**src/design/netcfg_pkg.sv**
```systemverilog
`default_nettype none

package netcfg_pkg;

  // --------------------------------------------------------------------------
  // timing constants, shortened for simulation
  // --------------------------------------------------------------------------
  localparam int TICKS_PER_SECOND = 20;                 // 2_500_000 on hardware
  localparam int TICK_W           = $clog2(TICKS_PER_SECOND);
  localparam int RENEW_W          = 18;                 // countdown width

  localparam logic [RENEW_W-1:0] SETTLE_CYCLES    = RENEW_W'(40);   // link settle
  localparam logic [RENEW_W-1:0] RETRY_GAP_CYCLES = RENEW_W'(8);    // gap before rediscover

  localparam int APIPA_SECONDS = 15;                    // give up on dhcp here
  localparam logic [RENEW_W-1:0] RENEW_ACK_SECONDS     = RENEW_W'(20);
  localparam logic [RENEW_W-1:0] RENEW_RETRY_SECONDS   = RENEW_W'(300);
  localparam logic [RENEW_W-1:0] DEFAULT_RENEW_SECONDS = RENEW_W'(43_200); // zero lease

  // --------------------------------------------------------------------------
  // enums
  // --------------------------------------------------------------------------
  typedef enum logic [3:0] {
    wait_start, wait_link, settle, dhcp_request, dhcp_wait,
    dhcp_retry, running, renew_wait, renew_req, renew_ack
  } acq_state_e;

  typedef enum logic [1:0] {arp, icmp, dhcp, udp} tx_proto_e;  // priority order

  typedef enum logic [1:0] {hold, per_cycle, per_second} count_mode_e;

  // --------------------------------------------------------------------------
  // bundles between blocks
  // --------------------------------------------------------------------------
  typedef struct packed {
    logic               restart;     // restart divider, clear seconds
    logic               load;        // load countdown, beats counting
    logic [RENEW_W-1:0] load_value;
    count_mode_e        mode;
  } timer_ctl_t;                     // 22 bits

  typedef struct packed {
    logic       second_tick;         // one-cycle pulse
    logic [3:0] seconds;             // since last restart, saturates
    logic       count_zero;
  } timer_stat_t;                    // 6 bits

  typedef struct packed {
    logic        success;
    logic [31:0] ip_accept;          // offered address
    logic [31:0] lease;              // seconds
  } dhcp_result_t;                   // 65 bits

  typedef struct packed {
    logic load_static;
    logic clear;                     // 0.0.0.0 while dhcp runs
    logic load_dhcp;
    logic load_apipa;
  } addr_cmd_t;

  typedef struct packed {
    logic arp;
    logic icmp;
    logic dhcp;
    logic udp;
  } tx_req_t;                        // request levels

endpackage

`default_nettype wire

```
**src/design/addr_acq_fsm.sv**
```systemverilog
`timescale 1ns/1ps
`default_nettype none

module addr_acq_fsm (
  input  logic                      tx_clock,
  input  logic                      arst_n,
  input  logic                      delay_start,
  input  logic                      phy_connected,
  input  netcfg_pkg::dhcp_result_t  dhcp_result,
  input  netcfg_pkg::timer_stat_t   timer_stat,
  input  logic                      static_valid,
  output netcfg_pkg::timer_ctl_t    timer_ctl,
  output netcfg_pkg::addr_cmd_t     addr_cmd,
  output logic                      network_state_dhcp,
  output logic                      network_state_fixedip,
  output logic                      dhcp_tx_enable,
  output logic                      dhcp_rx_enable
);
  import netcfg_pkg::*;

  acq_state_e         state;
  acq_state_e         next_state;
  logic [RENEW_W-1:0] renew_load;    // half lease in seconds
  logic               link_lost;

  assign renew_load = (dhcp_result.lease == '0) ? DEFAULT_RENEW_SECONDS
                                                : dhcp_result.lease[RENEW_W:1];

  // link drop counts once past wait_link
  assign link_lost = !phy_connected && (state != wait_start) && (state != wait_link);

  // --------------------------------------------------------------------------
  // next state, timer and address commands
  // --------------------------------------------------------------------------
  always_comb begin
    next_state           = state;
    addr_cmd             = '0;
    timer_ctl.restart    = 1'b0;
    timer_ctl.load       = 1'b0;
    timer_ctl.load_value = '0;

    case (state)                     // countdown mode follows the state
      settle, dhcp_retry:    timer_ctl.mode = per_cycle;
      renew_wait, renew_ack: timer_ctl.mode = per_second;
      default:               timer_ctl.mode = hold;
    endcase

    if (link_lost) begin
      next_state = wait_link;
    end else begin
      case (state)
        wait_start: begin
          if (!delay_start) next_state = wait_link;
        end
        wait_link: begin
          if (phy_connected) begin
            timer_ctl.load       = 1'b1;
            timer_ctl.load_value = SETTLE_CYCLES;
            next_state           = settle;
          end
        end
        settle: begin
          if (timer_stat.count_zero && static_valid) begin
            addr_cmd.load_static = 1'b1;
            next_state           = running;
          end else if (timer_stat.count_zero) begin
            addr_cmd.clear    = 1'b1;
            timer_ctl.restart = 1'b1;     // second 0 of discovery
            next_state        = dhcp_request;
          end
        end
        dhcp_request: next_state = dhcp_wait;
        dhcp_wait: begin
          if (dhcp_result.success) begin
            addr_cmd.load_dhcp   = 1'b1;
            timer_ctl.restart    = 1'b1;  // align ticks to the lease
            timer_ctl.load       = 1'b1;
            timer_ctl.load_value = renew_load;
            next_state           = renew_wait;
          end else if (timer_stat.second_tick) begin
            // old seconds value, so 0/2/6 means 1/3/7 s
            if ((timer_stat.seconds == 4'd0) || (timer_stat.seconds == 4'd2) ||
                (timer_stat.seconds == 4'd6)) begin
              timer_ctl.load       = 1'b1;
              timer_ctl.load_value = RETRY_GAP_CYCLES;
              next_state           = dhcp_retry;
            end else if (timer_stat.seconds == 4'(APIPA_SECONDS - 1)) begin
              addr_cmd.load_apipa = 1'b1;  // no offer, go link-local
              next_state          = running;
            end
          end
        end
        dhcp_retry: begin
          if (timer_stat.count_zero) next_state = dhcp_request;
        end
        renew_wait: begin
          if (timer_stat.count_zero) next_state = renew_req;
        end
        renew_req: begin
          timer_ctl.restart    = 1'b1;
          timer_ctl.load       = 1'b1;
          timer_ctl.load_value = RENEW_ACK_SECONDS;  // wait for ack
          next_state           = renew_ack;
        end
        renew_ack: begin
          if (dhcp_result.success) begin
            timer_ctl.restart    = 1'b1;
            timer_ctl.load       = 1'b1;
            timer_ctl.load_value = renew_load;
            next_state           = renew_wait;
          end else if (timer_stat.count_zero) begin
            timer_ctl.load       = 1'b1;
            timer_ctl.load_value = RENEW_RETRY_SECONDS;  // try again later
            next_state           = renew_wait;
          end
        end
        default: next_state = state;  // running stays put
      endcase
    end
  end

  // --------------------------------------------------------------------------
  // state and registered outputs
  // --------------------------------------------------------------------------
  always_ff @(posedge tx_clock or negedge arst_n) begin
    if (!arst_n) begin
      state                 <= wait_start;
      network_state_dhcp    <= 1'b1;
      network_state_fixedip <= 1'b1;
      dhcp_tx_enable        <= 1'b0;
      dhcp_rx_enable        <= 1'b0;
    end else begin
      state <= next_state;
      // discover or renew request, one pulse on entry
      dhcp_tx_enable <= (next_state != state) &&
                        ((next_state == dhcp_wait) || (next_state == renew_ack));

      if (link_lost) begin
        network_state_dhcp    <= 1'b1;
        network_state_fixedip <= 1'b1;
        dhcp_rx_enable        <= 1'b0;
      end else begin
        if ((next_state == dhcp_request) || (next_state == renew_req)) begin
          dhcp_rx_enable <= 1'b1;
        end else if ((next_state == running) || (next_state == renew_wait) ||
                     (next_state == dhcp_retry)) begin
          dhcp_rx_enable <= 1'b0;
        end
        if ((state == dhcp_wait) && (next_state == renew_wait)) begin
          network_state_dhcp <= 1'b0;     // lease held
        end
        if (next_state == running) begin
          network_state_fixedip <= 1'b0;  // static or link-local
        end
      end
    end
  end

endmodule

`default_nettype wire

```
**src/design/lease_timer.sv**
```systemverilog
`timescale 1ns/1ps
`default_nettype none

module lease_timer (
  input  logic                     tx_clock,
  input  logic                     arst_n,
  input  netcfg_pkg::timer_ctl_t   timer_ctl,
  output netcfg_pkg::timer_stat_t  timer_stat
);
  import netcfg_pkg::*;

  logic [TICK_W-1:0]  tick_cnt;      // cycles within current second
  logic [3:0]         seconds;
  logic [RENEW_W-1:0] countdown;
  logic               tick;

  assign tick = (tick_cnt == TICK_W'(TICKS_PER_SECOND - 1));

  // --------------------------------------------------------------------------
  // one-second divider and elapsed seconds
  // --------------------------------------------------------------------------
  always_ff @(posedge tx_clock or negedge arst_n) begin
    if (!arst_n) begin
      tick_cnt <= '0;
      seconds  <= '0;
    end else if (timer_ctl.restart) begin
      tick_cnt <= '0;                // first tick a full second later
      seconds  <= '0;
    end else begin
      if (tick) begin
        tick_cnt <= '0;
      end else begin
        tick_cnt <= tick_cnt + 1'b1;
      end
      if (tick && (seconds != 4'hf)) begin
        seconds <= seconds + 4'd1;   // hold at 15
      end
    end
  end

  // --------------------------------------------------------------------------
  // countdown, stops at zero
  // --------------------------------------------------------------------------
  always_ff @(posedge tx_clock or negedge arst_n) begin
    if (!arst_n) begin
      countdown <= '0;
    end else if (timer_ctl.load) begin
      countdown <= timer_ctl.load_value;
    end else if (countdown != '0) begin
      case (timer_ctl.mode)
        per_cycle:  countdown <= countdown - 1'b1;
        per_second: begin
          if (tick) begin
            countdown <= countdown - 1'b1;
          end
        end
        default:    countdown <= countdown;    // hold
      endcase
    end
  end

  assign timer_stat.second_tick = tick;
  assign timer_stat.seconds     = seconds;
  assign timer_stat.count_zero  = (countdown == '0);

endmodule

`default_nettype wire

```
**src/design/local_addr_reg.sv**
```systemverilog
`timescale 1ns/1ps
`default_nettype none

module local_addr_reg (
  input  logic                   tx_clock,
  input  logic                   arst_n,
  input  netcfg_pkg::addr_cmd_t  addr_cmd,
  input  logic [31:0]            static_ip,
  input  logic [31:0]            ip_accept,
  input  logic [47:0]            local_mac,
  output logic [31:0]            local_ip,
  output logic                   static_valid
);

  logic [31:0] apipa_ip;

  // all-zero or all-one means no static address configured
  assign static_valid = (static_ip != 32'h0000_0000) && (static_ip != 32'hffff_ffff);

  // link-local 169.254.x.y, low half from the mac
  assign apipa_ip = {8'd169, 8'd254, local_mac[15:0]};

  // --------------------------------------------------------------------------
  // address register, one command per cycle from the fsm
  // --------------------------------------------------------------------------
  always_ff @(posedge tx_clock or negedge arst_n) begin
    if (!arst_n) begin
      local_ip <= '0;
    end else if (addr_cmd.clear) begin
      local_ip <= '0;                // dhcp wants 0.0.0.0
    end else if (addr_cmd.load_static) begin
      local_ip <= static_ip;
    end else if (addr_cmd.load_dhcp) begin
      local_ip <= ip_accept;         // server offer
    end else if (addr_cmd.load_apipa) begin
      local_ip <= apipa_ip;          // fallback after timeout
    end
  end

endmodule

`default_nettype wire

```
**src/design/netcfg_top.sv**
```systemverilog
`timescale 1ns/1ps
`default_nettype none

module netcfg_top (
  input  logic                      tx_clock,
  input  logic                      arst_n,
  input  logic                      delay_start,
  input  logic                      phy_connected,
  input  logic [31:0]               static_ip,
  input  logic [47:0]               local_mac,
  input  netcfg_pkg::dhcp_result_t  dhcp_result,
  input  netcfg_pkg::tx_req_t       tx_req,
  input  logic                      phy_tx_active,
  output logic [31:0]               local_ip,
  output logic                      network_state_dhcp,
  output logic                      network_state_fixedip,
  output logic                      dhcp_tx_enable,
  output logic                      dhcp_rx_enable,
  output logic                      tx_start,
  output netcfg_pkg::tx_proto_e     tx_protocol,
  output logic                      udp_tx_enable
);
  import netcfg_pkg::*;

  timer_ctl_t  timer_ctl;
  timer_stat_t timer_stat;
  addr_cmd_t   addr_cmd;
  logic        static_valid;

  // --------------------------------------------------------------------------
  // address acquisition
  // --------------------------------------------------------------------------
  addr_acq_fsm u_fsm (
    .tx_clock              (tx_clock),
    .arst_n                (arst_n),
    .delay_start           (delay_start),
    .phy_connected         (phy_connected),
    .dhcp_result           (dhcp_result),
    .timer_stat            (timer_stat),
    .static_valid          (static_valid),
    .timer_ctl             (timer_ctl),
    .addr_cmd              (addr_cmd),
    .network_state_dhcp    (network_state_dhcp),
    .network_state_fixedip (network_state_fixedip),
    .dhcp_tx_enable        (dhcp_tx_enable),
    .dhcp_rx_enable        (dhcp_rx_enable)
  );

  lease_timer u_timer (
    .tx_clock   (tx_clock),
    .arst_n     (arst_n),
    .timer_ctl  (timer_ctl),
    .timer_stat (timer_stat)
  );

  local_addr_reg u_addr (
    .tx_clock     (tx_clock),
    .arst_n       (arst_n),
    .addr_cmd     (addr_cmd),
    .static_ip    (static_ip),
    .ip_accept    (dhcp_result.ip_accept),   // offered address
    .local_mac    (local_mac),
    .local_ip     (local_ip),
    .static_valid (static_valid)
  );

  // --------------------------------------------------------------------------
  // transmit arbitration
  // --------------------------------------------------------------------------
  tx_arbiter u_arb (
    .tx_clock      (tx_clock),
    .arst_n        (arst_n),
    .tx_req        (tx_req),
    .phy_tx_active (phy_tx_active),
    .tx_start      (tx_start),
    .tx_protocol   (tx_protocol),
    .udp_tx_enable (udp_tx_enable)
  );

endmodule

`default_nettype wire

```
**src/design/tx_arbiter.sv**
```systemverilog
`timescale 1ns/1ps
`default_nettype none

module tx_arbiter (
  input  logic                   tx_clock,
  input  logic                   arst_n,
  input  netcfg_pkg::tx_req_t    tx_req,
  input  logic                   phy_tx_active,
  output logic                   tx_start,
  output netcfg_pkg::tx_proto_e  tx_protocol,
  output logic                   udp_tx_enable
);
  import netcfg_pkg::*;

  logic      tx_ready;               // grant latched, start follows
  logic      req_any;
  tx_proto_e req_proto;

  // --------------------------------------------------------------------------
  // fixed priority: arp, icmp, dhcp, udp
  // --------------------------------------------------------------------------
  always_comb begin
    req_any   = 1'b1;
    req_proto = arp;
    if (tx_req.arp) begin
      req_proto = arp;
    end else if (tx_req.icmp) begin
      req_proto = icmp;
    end else if (tx_req.dhcp) begin
      req_proto = dhcp;
    end else begin
      req_proto = udp;
      req_any   = tx_req.udp;        // nothing pending when low
    end
  end

  // --------------------------------------------------------------------------
  // ready/start staging
  // --------------------------------------------------------------------------
  always_ff @(posedge tx_clock or negedge arst_n) begin
    if (!arst_n) begin
      tx_ready    <= 1'b0;
      tx_start    <= 1'b0;
      tx_protocol <= arp;
    end else if (phy_tx_active) begin
      tx_ready <= 1'b0;              // frame on the wire, release
      tx_start <= 1'b0;
    end else if (tx_ready) begin
      tx_start <= 1'b1;              // one cycle after the grant
    end else if (req_any) begin
      tx_protocol <= req_proto;
      tx_ready    <= 1'b1;
    end
  end

  // dhcp shares the udp sender
  assign udp_tx_enable = tx_start && ((tx_protocol == dhcp) || (tx_protocol == udp));

endmodule

`default_nettype wire

```
**config.mk**
```make
export PLATFORM = sky130hd
export DESIGN_NAME = netcfg_top
export DESIGN_NICKNAME = d
export VERILOG_FILES = /design/src/design/netcfg_pkg.sv /design/src/design/addr_acq_fsm.sv /design/src/design/lease_timer.sv /design/src/design/local_addr_reg.sv /design/src/design/netcfg_top.sv /design/src/design/tx_arbiter.sv
export SDC_FILE = /design/constraint.sdc
export NUM_CORES = 1
export LEC_CHECK = 0
export ABC_AREA = 1
export BUFFER_PORTS_ARGS = -buffer_cell sky130_fd_sc_hd__buf_4
export CORE_UTILIZATION = 44
export CTS_CLUSTER_SIZE = 20
export DETAILED_ROUTE_END_ITERATION = 8
export HOLD_SLACK_MARGIN = 0.02
export PLACE_DENSITY = 0.74
export RECOVER_POWER = 100
export SLEW_MARGIN = 20
export SYNTH_ARGS = -nofsm -noshare
export SYNTH_HDL_FRONTEND = slang
export SYNTH_SLANG_ARGS = --single-unit
export TNS_END_PERCENT = 10
```
**constraint.sdc**
```tcl
create_clock -name tx_clock -period 5.42 [get_ports tx_clock]
set_input_delay 0.813 -clock tx_clock [delete_from_list [all_inputs] [get_ports tx_clock]]
set_output_delay 0.813 -clock tx_clock [all_outputs]
set_load 0.005 [all_outputs]
```
==> reports/metrics.csv, run 1 <==
metric,value,unit
clock_power_share,15.2,%
power_frac_seq,33.8,%
slew_headroom,14.4,%
clkLatencyLatePin,0.35,ns
remaining_drc_errors,0,
cap_viol_max_count,0,
place.gp.congestion,0.917,
internal-power,0.00158,W
die_y,107,µm
drive_gt1_share,24.4,%
whs_endpoint,u_arb.tx_protocol[0]$_DFFE_PN0P_,
synthToLayoutAreaGrowth,27.9,%
die_area,11500,µm²
rr_worst_depth,13,
dp_hpwl,10400,µm
worst_hold_path.num_cells,2,
cp.required,5.59,ns
setup_viol,0,
crit_fanout,44,
clockBufferDepth,2,
ys_ff_latch,71,
synth_cell_type_count,43,
finClkSkew,0.0142,ns
final_antenna_net_count,0,
nets,1001,
place_ws,2.09,ns
portBuffers,161,
fp.coreArea,10800,µm²
routed_wl,13900,µm
setup_slack,1.46,ns
r2r-start,u_timer.countdown[0]$_DFFE_PN0P_,
vias_per_cell,5.24,
grt_usage,24.9,%
grt_pass1_wl,22900,µm
grt.met2_usage,42.9,%
fp-row-count,38,
clkTransAtPathRegs,0.08,ns
synth-edff-count,0,
synthesis.nets,849,
final_max_slew_viol_count,0,
root_buffer,clkbuf_8,
crit_path_start_kind,register,
hold_start,u_arb.tx_protocol[0]$_DFFE_PN0P_,
syn_avg_cell_area,7.07,µm²
gr-total-overflow,0,
insertedDiodeCount,0,
status,"finished, final reports clean",
start_util,45.0,%
p_sw_share,44.6,%
async_reset_ff_share,100,%
postCtsSetupRepairBufs,0,
rrSetupSlack,1.46,ns
htreeDepth,3,
fin_tns_setup,0,ns
rsz0062_at_grt,false,
r2r-end,u_addr.local_ip[8]$_DFFE_PN0P_,
grt_busiest_layer,met2,
grt_util_met3,4.00,%
synth_area,4880,µm²
cts_sinks,71,
seq_area_frac_synth,36.5,%
wl_per_cell,14.1,µm
grt_max_degree,72,
crit_arrival,4.13,ns
drt_first_pass_iters,5,
final_util,57.5,%
post-route-min-period,3.96,ns
cts_resized,0,
yosys_warnings,0,
fmaxAchievable,0.253,GHz
synth_flop_cell,dfrtp_1,
drt_iter0_markers,452,
fin_crit_sh,73.0,%
synth_top_cell_area_share,35.4,%
via_count,5170,
cts_tree,yes,
die_x,107,µm
antenna_found_initial,0,
final_hold_viol_count,0,
holdBufCountCts,0,
power.leakage,3.16,nW
p_per_area,457,nW/µm²
ir_worst_vdd,0.221,mV
io_pins,194,
grt.met1_usage,32.4,%
cts-buffers-inserted,9,
finalPower,0.00285,W
synth_top_area_cell,dfrtp_1,
synthCells,690,
p_switching,0.00127,W
power_frac_comb,51.0,%
ys_top_cells_by_area,"dfrtp_1 35%, nand2_1 12%, nor2_1 7.1%",
grt_pass1_vias,4958,
worstSetupPathType,reg -> reg,
tightest_slew,1.28,ns
hold_class,reg -> reg,
cp-end-kind,register,
==> worst max path at each step <==
stage | startpoint | to | slack (ns) | cells after the start
final | u_timer.countdown[0]$_DFFE_PN0P_ | u_addr.local_ip[8]$_DFFE_PN0P_ | 1.46 | 13
after global routing | u_timer.countdown[0]$_DFFE_PN0P_ | u_addr.local_ip[26]$_DFFE_PN0P_ | 1.02 | 13
after floorplan | dhcp_result[64] | u_timer.countdown[5]$_DFFE_PN0P_ | 3.26 | 12
after CTS | u_timer.countdown[0]$_DFFE_PN0P_ | u_addr.local_ip[2]$_DFFE_PN0P_ | 2.33 | 13
after global placement | static_ip[16] | u_addr.local_ip[28]$_DFFE_PN0P_ | 2.11 | 14
after detailed placement | static_ip[20] | u_addr.local_ip[19]$_DFFE_PN0P_ | 2.09 | 14
==> power by group through the flow <==
| stage | clock network, W | logic, W | registers (W) |
|---|---|---|---|
| 4_1_cts | 0.000441 | 0.00153 | 0.000963 |
| 6_report | 0.000432 | 0.00145 | 0.000962 |
| 5_1_grt | 0.000463 | 0.00164 | 0.000991 |
| 2_1_floorplan | 0 | 0.00102 | 0.000943 |
| 3_3_place_gp | 0 | 0.00148 | 0.000958 |
| 3_5_place_dp | 0 | 0.00152 | 0.000973 |
==> flip-flops by register name, indices dropped and copies added (netlist names) <==
name,flops
u_fsm.dhcp_tx_enable,1
u_timer.tick_cnt,5
u_timer.seconds,4
u_fsm.network_state_fixedip,1
u_fsm.network_state_dhcp,1
u_addr.local_ip,32
u_timer.countdown,18
u_arb.tx_start,1
u_arb.tx_protocol,2
u_fsm.dhcp_rx_enable,1
u_fsm.state,4
u_arb.tx_ready,1
==> layout by cell type (no fill, tap or decap), drive strengths merged, types with 11 or more instances in the layout <==
master	Yosys	final
buf	16	121
dfrtp	69	69
xor2	11	11
o21ai	58	58
o221ai	13	13
inv	102	103
nor2	106	106
o211ai	19	19
a21oi	18	18
nand3	55	55
nand2	163	163
nor3	12	12
clkbuf	5	50
==> routing by layer <==
layer  vias up  share of wire (%)  routed length [µm]
li1       2549                  -                   -
met1      2408                 44                6170
met2       195                 47                6540
met3        18                7.1                 985
met4         0                1.5                 208
met5         -                  0                   0
==> Yosys cell counts, types with 2 or more instances <==
cell and number:
nor3_1 10, ha_1 5, buf_2 5, dfrtp_1 69, a21oi_1 16, a31oi_1 4, nand3_2 3, nand2_1 153
buf_4 7, nor4_1 2, clkbuf_1 5, nor3_2 2, nor2_1 92, xnor2_1 5, inv_2 14, nand2_4 2
o22ai_1 3, nand3_1 51, o21ai_1 40, a22oi_1 6, o221ai_1 13, inv_1 88, o211ai_1 19, nor2_4 6
nand3b_1 2, nand2_2 8, dfstp_2 2, xor2_1 11, o21ai_0 17, nor2_2 8, nand4_1 7, buf_6 4
==> through the flow <==
step,cells,hold WS (ns),area (µm²)
CTS,987,0.484,6320
global placement,971,0.453,6130
finish,987,0.496,6230
global route,987,0.536,6230
floorplan,690,0.443,4880
detailed placement,971,0.471,6130
==> layout make-up <==
type	count	area, µm²
tap	140	175
fill	1066	4610
multi-input combinational	494	2510
sequential	71	1780
timing repair buffer	162	1190
inverter	104	392
clock inverter	7	72.6
clock buffer	9	124
==> critical path, cell delays in order (launching register included) <==
cell and delay (ns):
dfrtp_1 0.37, inv_1 0.12, ha_1 0.24, nand2_1 0.11, nor2_1 0.37, nand3_1 0.50
nor2_1 0.27, nand3_1 0.15, nor2_2 0.12, inv_2 0.28, nand2_4 0.38, inv_1 0.13
o21ai_2 0.50, o21ai_0 0.23
==> logic make-up (layout without fill, tap and decap cells) <==
kind of cell             count (synthesis)  after routing  synth area share, %
AND/OR/NAND/NOR                        351            351                 32.8
buffers and inverters                  125            282                 10.9
AO/OA/AOI/OAI                          122            122                 15.6
flip-flops                              71             71                 36.5
XOR/XNOR                                16             16                 2.87
adder cells (fa/ha/maj)                  5              5                 1.28
(Power assumes the default switching activity.)
==> run 2, diff against run 1 <==
PLACE_DENSITY = 0.76   (was 0.74)
clock period = 3.5 ns   (was 5.42 ns; I/O delays follow)
==> reports/metrics.csv, run 2 (synthesized netlist as in run 1, its figures left out) <==
metric,value,unit,change
cp.depth,13,,unchanged
endpoint,u_timer.countdown[16]$_DFFE_PN0P_,,was u_addr.local_ip[8]$_DFFE_PN0P_
start_util,45.0,%,unchanged
postCtsSetupRepairBufs,0,,unchanged
r2r-start,u_timer.countdown[0]$_DFFE_PN0P_,,unchanged
cts_tree,yes,,unchanged
root_buffer,clkbuf_8,,unchanged
drt_first_pass_iters,5,,unchanged
clockBufferDepth,2,,unchanged
final_hold_viol_count,0,,unchanged
r2r-end,u_timer.countdown[16]$_DFFE_PN0P_,,was u_addr.local_ip[8]$_DFFE_PN0P_
fp-row-count,38,,unchanged
setup_viol,0,,unchanged
htreeDepth,3,,unchanged
via_count,5005,,was 5170
vias_per_cell,5.07,,was 5.24
violations,"max-capacitance violations, max-slew violations",,
cap_viol_max_count,1,,was 0
place.gp.congestion,0.857,,was 0.917
finalPower,0.00432,W,was 0.00285 W
slowest_delay,0.51,ns,was 0.50 ns
final_cell_mix,"158 x nand2_1, 122 x buf_4, 93 x nor2_1",,"was 158 x nand2_1, 121 x buf_4, 94 x nor2_1"
routed_wl,13200,µm,was 13900 µm
place_area,6130,µm²,about the same
final_cell_area,6260,µm²,was 6230 µm²
grt_max_degree,72,,unchanged
hold_class,in -> reg,,was reg -> reg
final_antenna_net_count,0,,unchanged
path_delay_family,simple AND/OR/NAND/NOR gates,,unchanged
crit_fanout,14,,was 44
regMostFlops,u_addr.local_ip,,unchanged
largest_reg_flops,32,,unchanged
ir_worst_vdd,0.281,mV,was 0.221 mV
synthToLayoutAreaGrowth,28.3,%,was 27.9%
final_util,57.7,%,was 57.5%
io_pins,194,,unchanged
power.leakage,3.15,nW,was 3.16 nW
finClkSkew,0.0153,ns,was 0.0142 ns
rrSetupSlack,0.52,ns,was 1.46 ns
crit_path_start,u_timer.countdown[0]$_DFFE_PN0P_,,unchanged
rsz0062_at_grt,false,,unchanged
dp_hpwl,9990,µm,was 10400 µm
cts-buffers-inserted,9,,unchanged
clkLatencyLatePin,0.35,ns,about the same
drt_iter0_markers,305,,was 452
reg_top3,"u_addr.local_ip (32), u_timer.countdown (18), u_timer.tick_cnt (5)",,unchanged
fin_crit_sh,85.0,%,was 73.0%
nets,1002,,was 1001
place_ws,0.725,ns,was 2.09 ns
cts_resized,0,,unchanged
wl_per_cell,13.4,µm,was 14.1 µm
fmaxAchievable,0.336,GHz,was 0.253 GHz
p_per_area,691,nW/µm²,was 457 nW/µm²
worstPathCellList,"inv_1, ha_1, nand2_1, nor2_4, nand3_4, a21oi_2, nor2_1, nand2_1, nand2_1, nand2_1, inv_2, nand2_1, o21ai_0",,"was inv_1, ha_1, nand2_1, nor2_1, nand3_1, nor2_1, nand3_1, nor2_2, inv_2, nand2_4, inv_1, o21ai_2, o21ai_0"
portBuffers,161,,unchanged
path_common_cell,nand2_1,,
cp.required,3.71,ns,was 5.59 ns
drive_gt1_share,24.8,%,was 24.4%
status,"complete, but fails checks",,"was finished, final reports clean"
clkTransAtPathRegs,0.07,ns,was 0.08 ns
setup_slack,0.524,ns,was 1.46 ns
cts_sinks,71,,unchanged
insertedDiodeCount,0,,unchanged
cp_slowest_cell,nand2_1,,was nand3_1
crit_path_start_kind,register,,unchanged
post-route-min-period,2.98,ns,was 3.96 ns
slew_headroom,-18.1,%,was 14.4%
grt_usage,23.5,%,was 24.9%
grt_pass1_wl,21300,µm,was 22900 µm
gr-total-overflow,0,,unchanged
fp.coreArea,10800,µm²,unchanged
antenna_found_initial,0,,unchanged
final_max_slew_viol_count,72,,was 0
fin_tns_setup,0,ns,unchanged
die_y,107,µm,unchanged
grt_pass1_vias,4547,,was 4958
cp-end-kind,register,,unchanged
worstSetupPathType,reg -> reg,,unchanged
die_area,11500,µm²,unchanged
tightest_slew,1.77,ns,was 1.28 ns
final_common_cell,nand2_1,,unchanged
holdBufCountCts,0,,unchanged
remaining_drc_errors,0,,unchanged
rr_worst_depth,13,,unchanged
die_x,107,µm,unchanged
crit_arrival,3.19,ns,was 4.13 ns
critical_path_buf_inv_count,2,,was 3
run 2: changes by cell type in the layout (fill, tap and decap cells not counted), sizes merged:
| cell | change |
|---|---|
| buf | +1 |
| inv | -1 |
| clkinv | -2 |
| clkbuf | +2 |
| bufinv | -1 |
| clkinvlp | +1 |
run 2: metal layers:
layer | wire (µm) | vias to the layer above | track usage (%)
met4 | 212 | 0 | 6.46
li1 | - | 2551 | -
met5 | 0 | - | 0
met2 | 6190 | 170 | 40.3
met1 | 5920 | 2267 | 29.7
met3 | 898 | 17 | 5.15
run 2: worst register-to-register path, cell delays in order, from the launching register on:
cell     delay (ns)
dfrtp_1        0.36
inv_1          0.13
ha_1           0.24
nand2_1        0.14
nor2_4         0.23
nand3_4        0.21
a21oi_2        0.21
nor2_1         0.08
nand2_1        0.06
nand2_1        0.30
nand2_1        0.52
inv_2          0.20
nand2_1        0.09
o21ai_0        0.09
run 2: worst min-delay path by stage:
stage	from	end	slack (ns)	cells past startpoint
2_1_floorplan	arst_n	u_addr.local_ip[0]$_DFFE_PN0P_	0.23	0
6_report	phy_tx_active	u_arb.tx_ready$_DFF_PN0_	0.35	2
3_3_place_gp	u_fsm.network_state_dhcp$_DFFE_PN1P_	u_fsm.network_state_dhcp$_DFFE_PN1P_	0.45	2
4_1_cts	arst_n	u_addr.local_ip[23]$_DFFE_PN0P_	0.33	1
5_1_grt	phy_tx_active	u_arb.tx_ready$_DFF_PN0_	0.33	2
3_5_place_dp	u_fsm.network_state_dhcp$_DFFE_PN1P_	u_fsm.network_state_dhcp$_DFFE_PN1P_	0.46	2
run 2: report_power, final:
group          leakage [nW]  switching [W]  internal, W
logic                  2.20        0.00133     0.000902
clock network        0.0836       0.000316     0.000293
registers             0.860       0.000285      0.00120
total                  3.15        0.00193      0.00239
run 2: layout make-up:
class                           instances  area, µm²
Sequential cell                        71       1780
Tap cell                              140        175
Inverter                              104        392
Timing Repair Buffer                  163       1180
Multi-Input combinational cell        494       2540
Clock buffer                           11        151
Fill cell                            1072       4580
Clock inverter                          4       31.3
run 2: per-stage QoR:
stage	std cells	hold WS [ns]
after floorplan	690	0.229
after global routing	987	0.330
after global placement	972	0.452
after CTS	987	0.330
after detailed placement	972	0.458
final	987	0.350
==> run 3, diff against run 2 <==
CORE_UTILIZATION = 45   (was 44)
PLACE_DENSITY = 0.78   (was 0.76)
==> reports/metrics.csv, run 3 (synthesized netlist as in run 1, its figures left out) <==
metric,value,unit,change
start_util,46.8,%,was 45.0%
worstPathCellList,"clkinv_2, a21oi_1, inv_2, nand3_1, nand2_4, inv_1, o21ai_4, o21ai_0",,"was inv_1, ha_1, nand2_1, nor2_4, nand3_4, a21oi_2, nor2_1, nand2_1, nand2_1, nand2_1, inv_2, nand2_1, o21ai_0"
hold_class,in -> reg,,unchanged
clockBufferDepth,2,,unchanged
multi_input_area,2530,µm²,was 2540 µm²
hold_start,phy_tx_active,,unchanged
drive_gt1_share,25.4,%,was 24.8%
cap_viol_max_count,1,,unchanged
rsz0062_at_grt,false,,unchanged
final_common_cell,nand2_1,,unchanged
reg_top3,"u_addr.local_ip (32), u_timer.countdown (18), u_timer.tick_cnt (5)",,unchanged
clkLatencyLatePin,0.35,ns,about the same
gr-total-overflow,0,,unchanged
r2r-start,u_fsm.state[1]$_DFF_PN0_,,was u_timer.countdown[0]$_DFFE_PN0P_
violations,"max-capacitance violations, max-slew violations",,unchanged
seqCellArea,1780,µm²,unchanged
crit_fanout,32,,was 14
regMostFlops,u_addr.local_ip,,unchanged
worst_hold_path.num_cells,2,,unchanged
rrSetupSlack,0.49,ns,was 0.52 ns
remaining_drc_errors,0,,unchanged
final_hold_viol_count,0,,unchanged
die_y,106,µm,was 107 µm
n_fill_cell,967,,was 1072
met1_length,5780,µm,was 5920 µm
whs_endpoint,u_arb.tx_ready$_DFF_PN0_,,unchanged
die_x,106,µm,was 107 µm
vias_per_cell,5.28,,was 5.07
grt_usage,25.0,%,was 23.5%
cp_slowest_cell,a21oi_1,,was nand2_1
final_antenna_net_count,0,,unchanged
setup_viol,0,,unchanged
wl_met2,6650,µm,was 6190 µm
cp-end-kind,register,,unchanged
drt_first_pass_iters,6,,was 5
crit_path_start,u_fsm.state[1]$_DFF_PN0_,,was u_timer.countdown[0]$_DFFE_PN0P_
slowest_delay,0.71,ns,was 0.51 ns
cts-buffers-inserted,9,,unchanged
rr_worst_depth,8,,was 13
io_pins,194,,unchanged
postCtsSetupRepairBufs,0,,unchanged
nets,1002,,unchanged
fp-row-count,37,,was 38
power_frac_comb,51.0,%,was 51.7%
p_per_area,701,nW/µm²,was 691 nW/µm²
grt_pass1_wl,22700,µm,was 21300 µm
power_frac_seq,33.8,%,was 34.2%
fin_tns_setup,0,ns,unchanged
synthToLayoutAreaGrowth,28.7,%,was 28.3%
drt_iter0_markers,338,,was 305
final_util,60.3,%,was 57.7%
ir_worst_vdd,0.282,mV,was 0.281 mV
routed_wl,13600,µm,was 13200 µm
final_max_slew_viol_count,72,,unchanged
cts_sinks,71,,unchanged
cp.required,3.75,ns,was 3.71 ns
die_area,11300,µm²,was 11500 µm²
place_ws,0.799,ns,was 0.725 ns
wl_per_cell,13.9,µm,was 13.4 µm
holdBufCountCts,0,,unchanged
tightest_slew,1.81,ns,was 1.77 ns
power.leakage,3.17,nW,was 3.15 nW
root_buffer,clkbuf_8,,unchanged
internal-power,0.00247,W,was 0.00239 W
p_switching,0.00193,W,about the same
r2r-end,u_addr.local_ip[18]$_DFFE_PN0P_,,was u_timer.countdown[16]$_DFFE_PN0P_
insertedDiodeCount,0,,unchanged
clock_power_share,15.3,%,was 14.1%
routed.top_layer,met4,,unchanged
via_count,5198,,was 5005
status,"complete, but fails checks",,unchanged
fin_crit_sh,86.1,%,was 85.0%
wl_met3,970,µm,was 898 µm
dp_hpwl,10300,µm,was 9990 µm
setup_slack,0.488,ns,was 0.524 ns
clkTransAtPathRegs,0.07,ns,about the same
largest_reg_flops,32,,unchanged
fp.coreArea,10400,µm²,was 10800 µm²
place.gp.congestion,0.900,,was 0.857
antenna_found_initial,0,,unchanged
htreeDepth,3,,unchanged
post-route-min-period,3.01,ns,was 2.98 ns
worstSetupPathType,reg -> reg,,unchanged
final_cell_mix,"154 x nand2_1, 122 x buf_4, 93 x nor2_1",,"was 158 x nand2_1, 122 x buf_4, 93 x nor2_1"
p_sw_share,43.8,%,was 44.7%
finClkSkew,0.0104,ns,was 0.0153 ns
cts_resized,0,,unchanged
grt_pass1_vias,4968,,was 4547
portBuffers,161,,unchanged
crit_arrival,3.26,ns,was 3.19 ns
cts_tree,yes,,unchanged
slew_headroom,-20.8,%,was -18.1%
fmaxAchievable,0.332,GHz,was 0.336 GHz
crit_path_start_kind,register,,unchanged
grt_max_degree,72,,unchanged
-- run 3: cell count changes in the layout (fill, tap and decap cells not counted), sizes merged --
| cell | before | now |
|---|---|---|
| bufinv | 0 | 1 |
| clkinvlp | 3 | 1 |
| clkbuf | 52 | 54 |
-- run 3: critical path, delay by kind of cell, from the launching register on --
kind / cells / cell delay [ns]
AOI/OAI and AO/OA: 3 / 1.24
and+or+nand+nor: 2 / 0.45
buffers and inverters: 3 / 0.71
DFF: 1 / 0.50
-- run 3: power groups by stage --
stage	sequential (W)	combinational, W	clock (W)
after floorplan	0.00146	0.00158	0
after global placement	0.00148	0.00228	0
after detailed placement	0.00150	0.00235	0
after CTS	0.00148	0.00236	0.000690
after global routing	0.00153	0.00256	0.000724
final	0.00149	0.00224	0.000672
-- run 3: worst max path at each step --
stage | cells past startpoint | end
6_report | 8 | u_addr.local_ip[18]$_DFFE_PN0P_
5_1_grt | 8 | u_addr.local_ip[6]$_DFFE_PN0P_
3_5_place_dp | 9 | u_addr.local_ip[18]$_DFFE_PN0P_
4_1_cts | 9 | u_addr.local_ip[18]$_DFFE_PN0P_
2_1_floorplan | 14 | u_addr.local_ip[24]$_DFFE_PN0P_
3_3_place_gp | 9 | u_addr.local_ip[24]$_DFFE_PN0P_
-- run 3: layout make-up --
cell class | instances | area share (%)
well taps | 136 | 2.71
repair buffers | 163 | 19.2
multi-input cells | 494 | 40.3
clock inverters | 3 | 0.678
flip-flops and latches | 71 | 28.3
clock buffers | 13 | 2.53
inverters | 104 | 6.24
-- run 3: per-layer routing --
layer	vias to the layer above	global-route usage [%]
met1	2414	30.7
met4	0	8.93
met3	18	3.37
li1	2548	-
met2	218	44.6
met5	-	0
-- run 3: per-stage QoR --
step / std cells / cell area, µm² / hold WS [ns] / power, W
6_report: 984 / 6280 / 0.338 / 0.00440
3_5_place_dp: 968 / 6130 / 0.464 / 0.00385
2_1_floorplan: 690 / 4880 / 0.229 / 0.00304
4_1_cts: 984 / 6330 / 0.326 / 0.00453
3_3_place_gp: 968 / 6130 / 0.457 / 0.00376
5_1_grt: 984 / 6280 / 0.327 / 0.00481
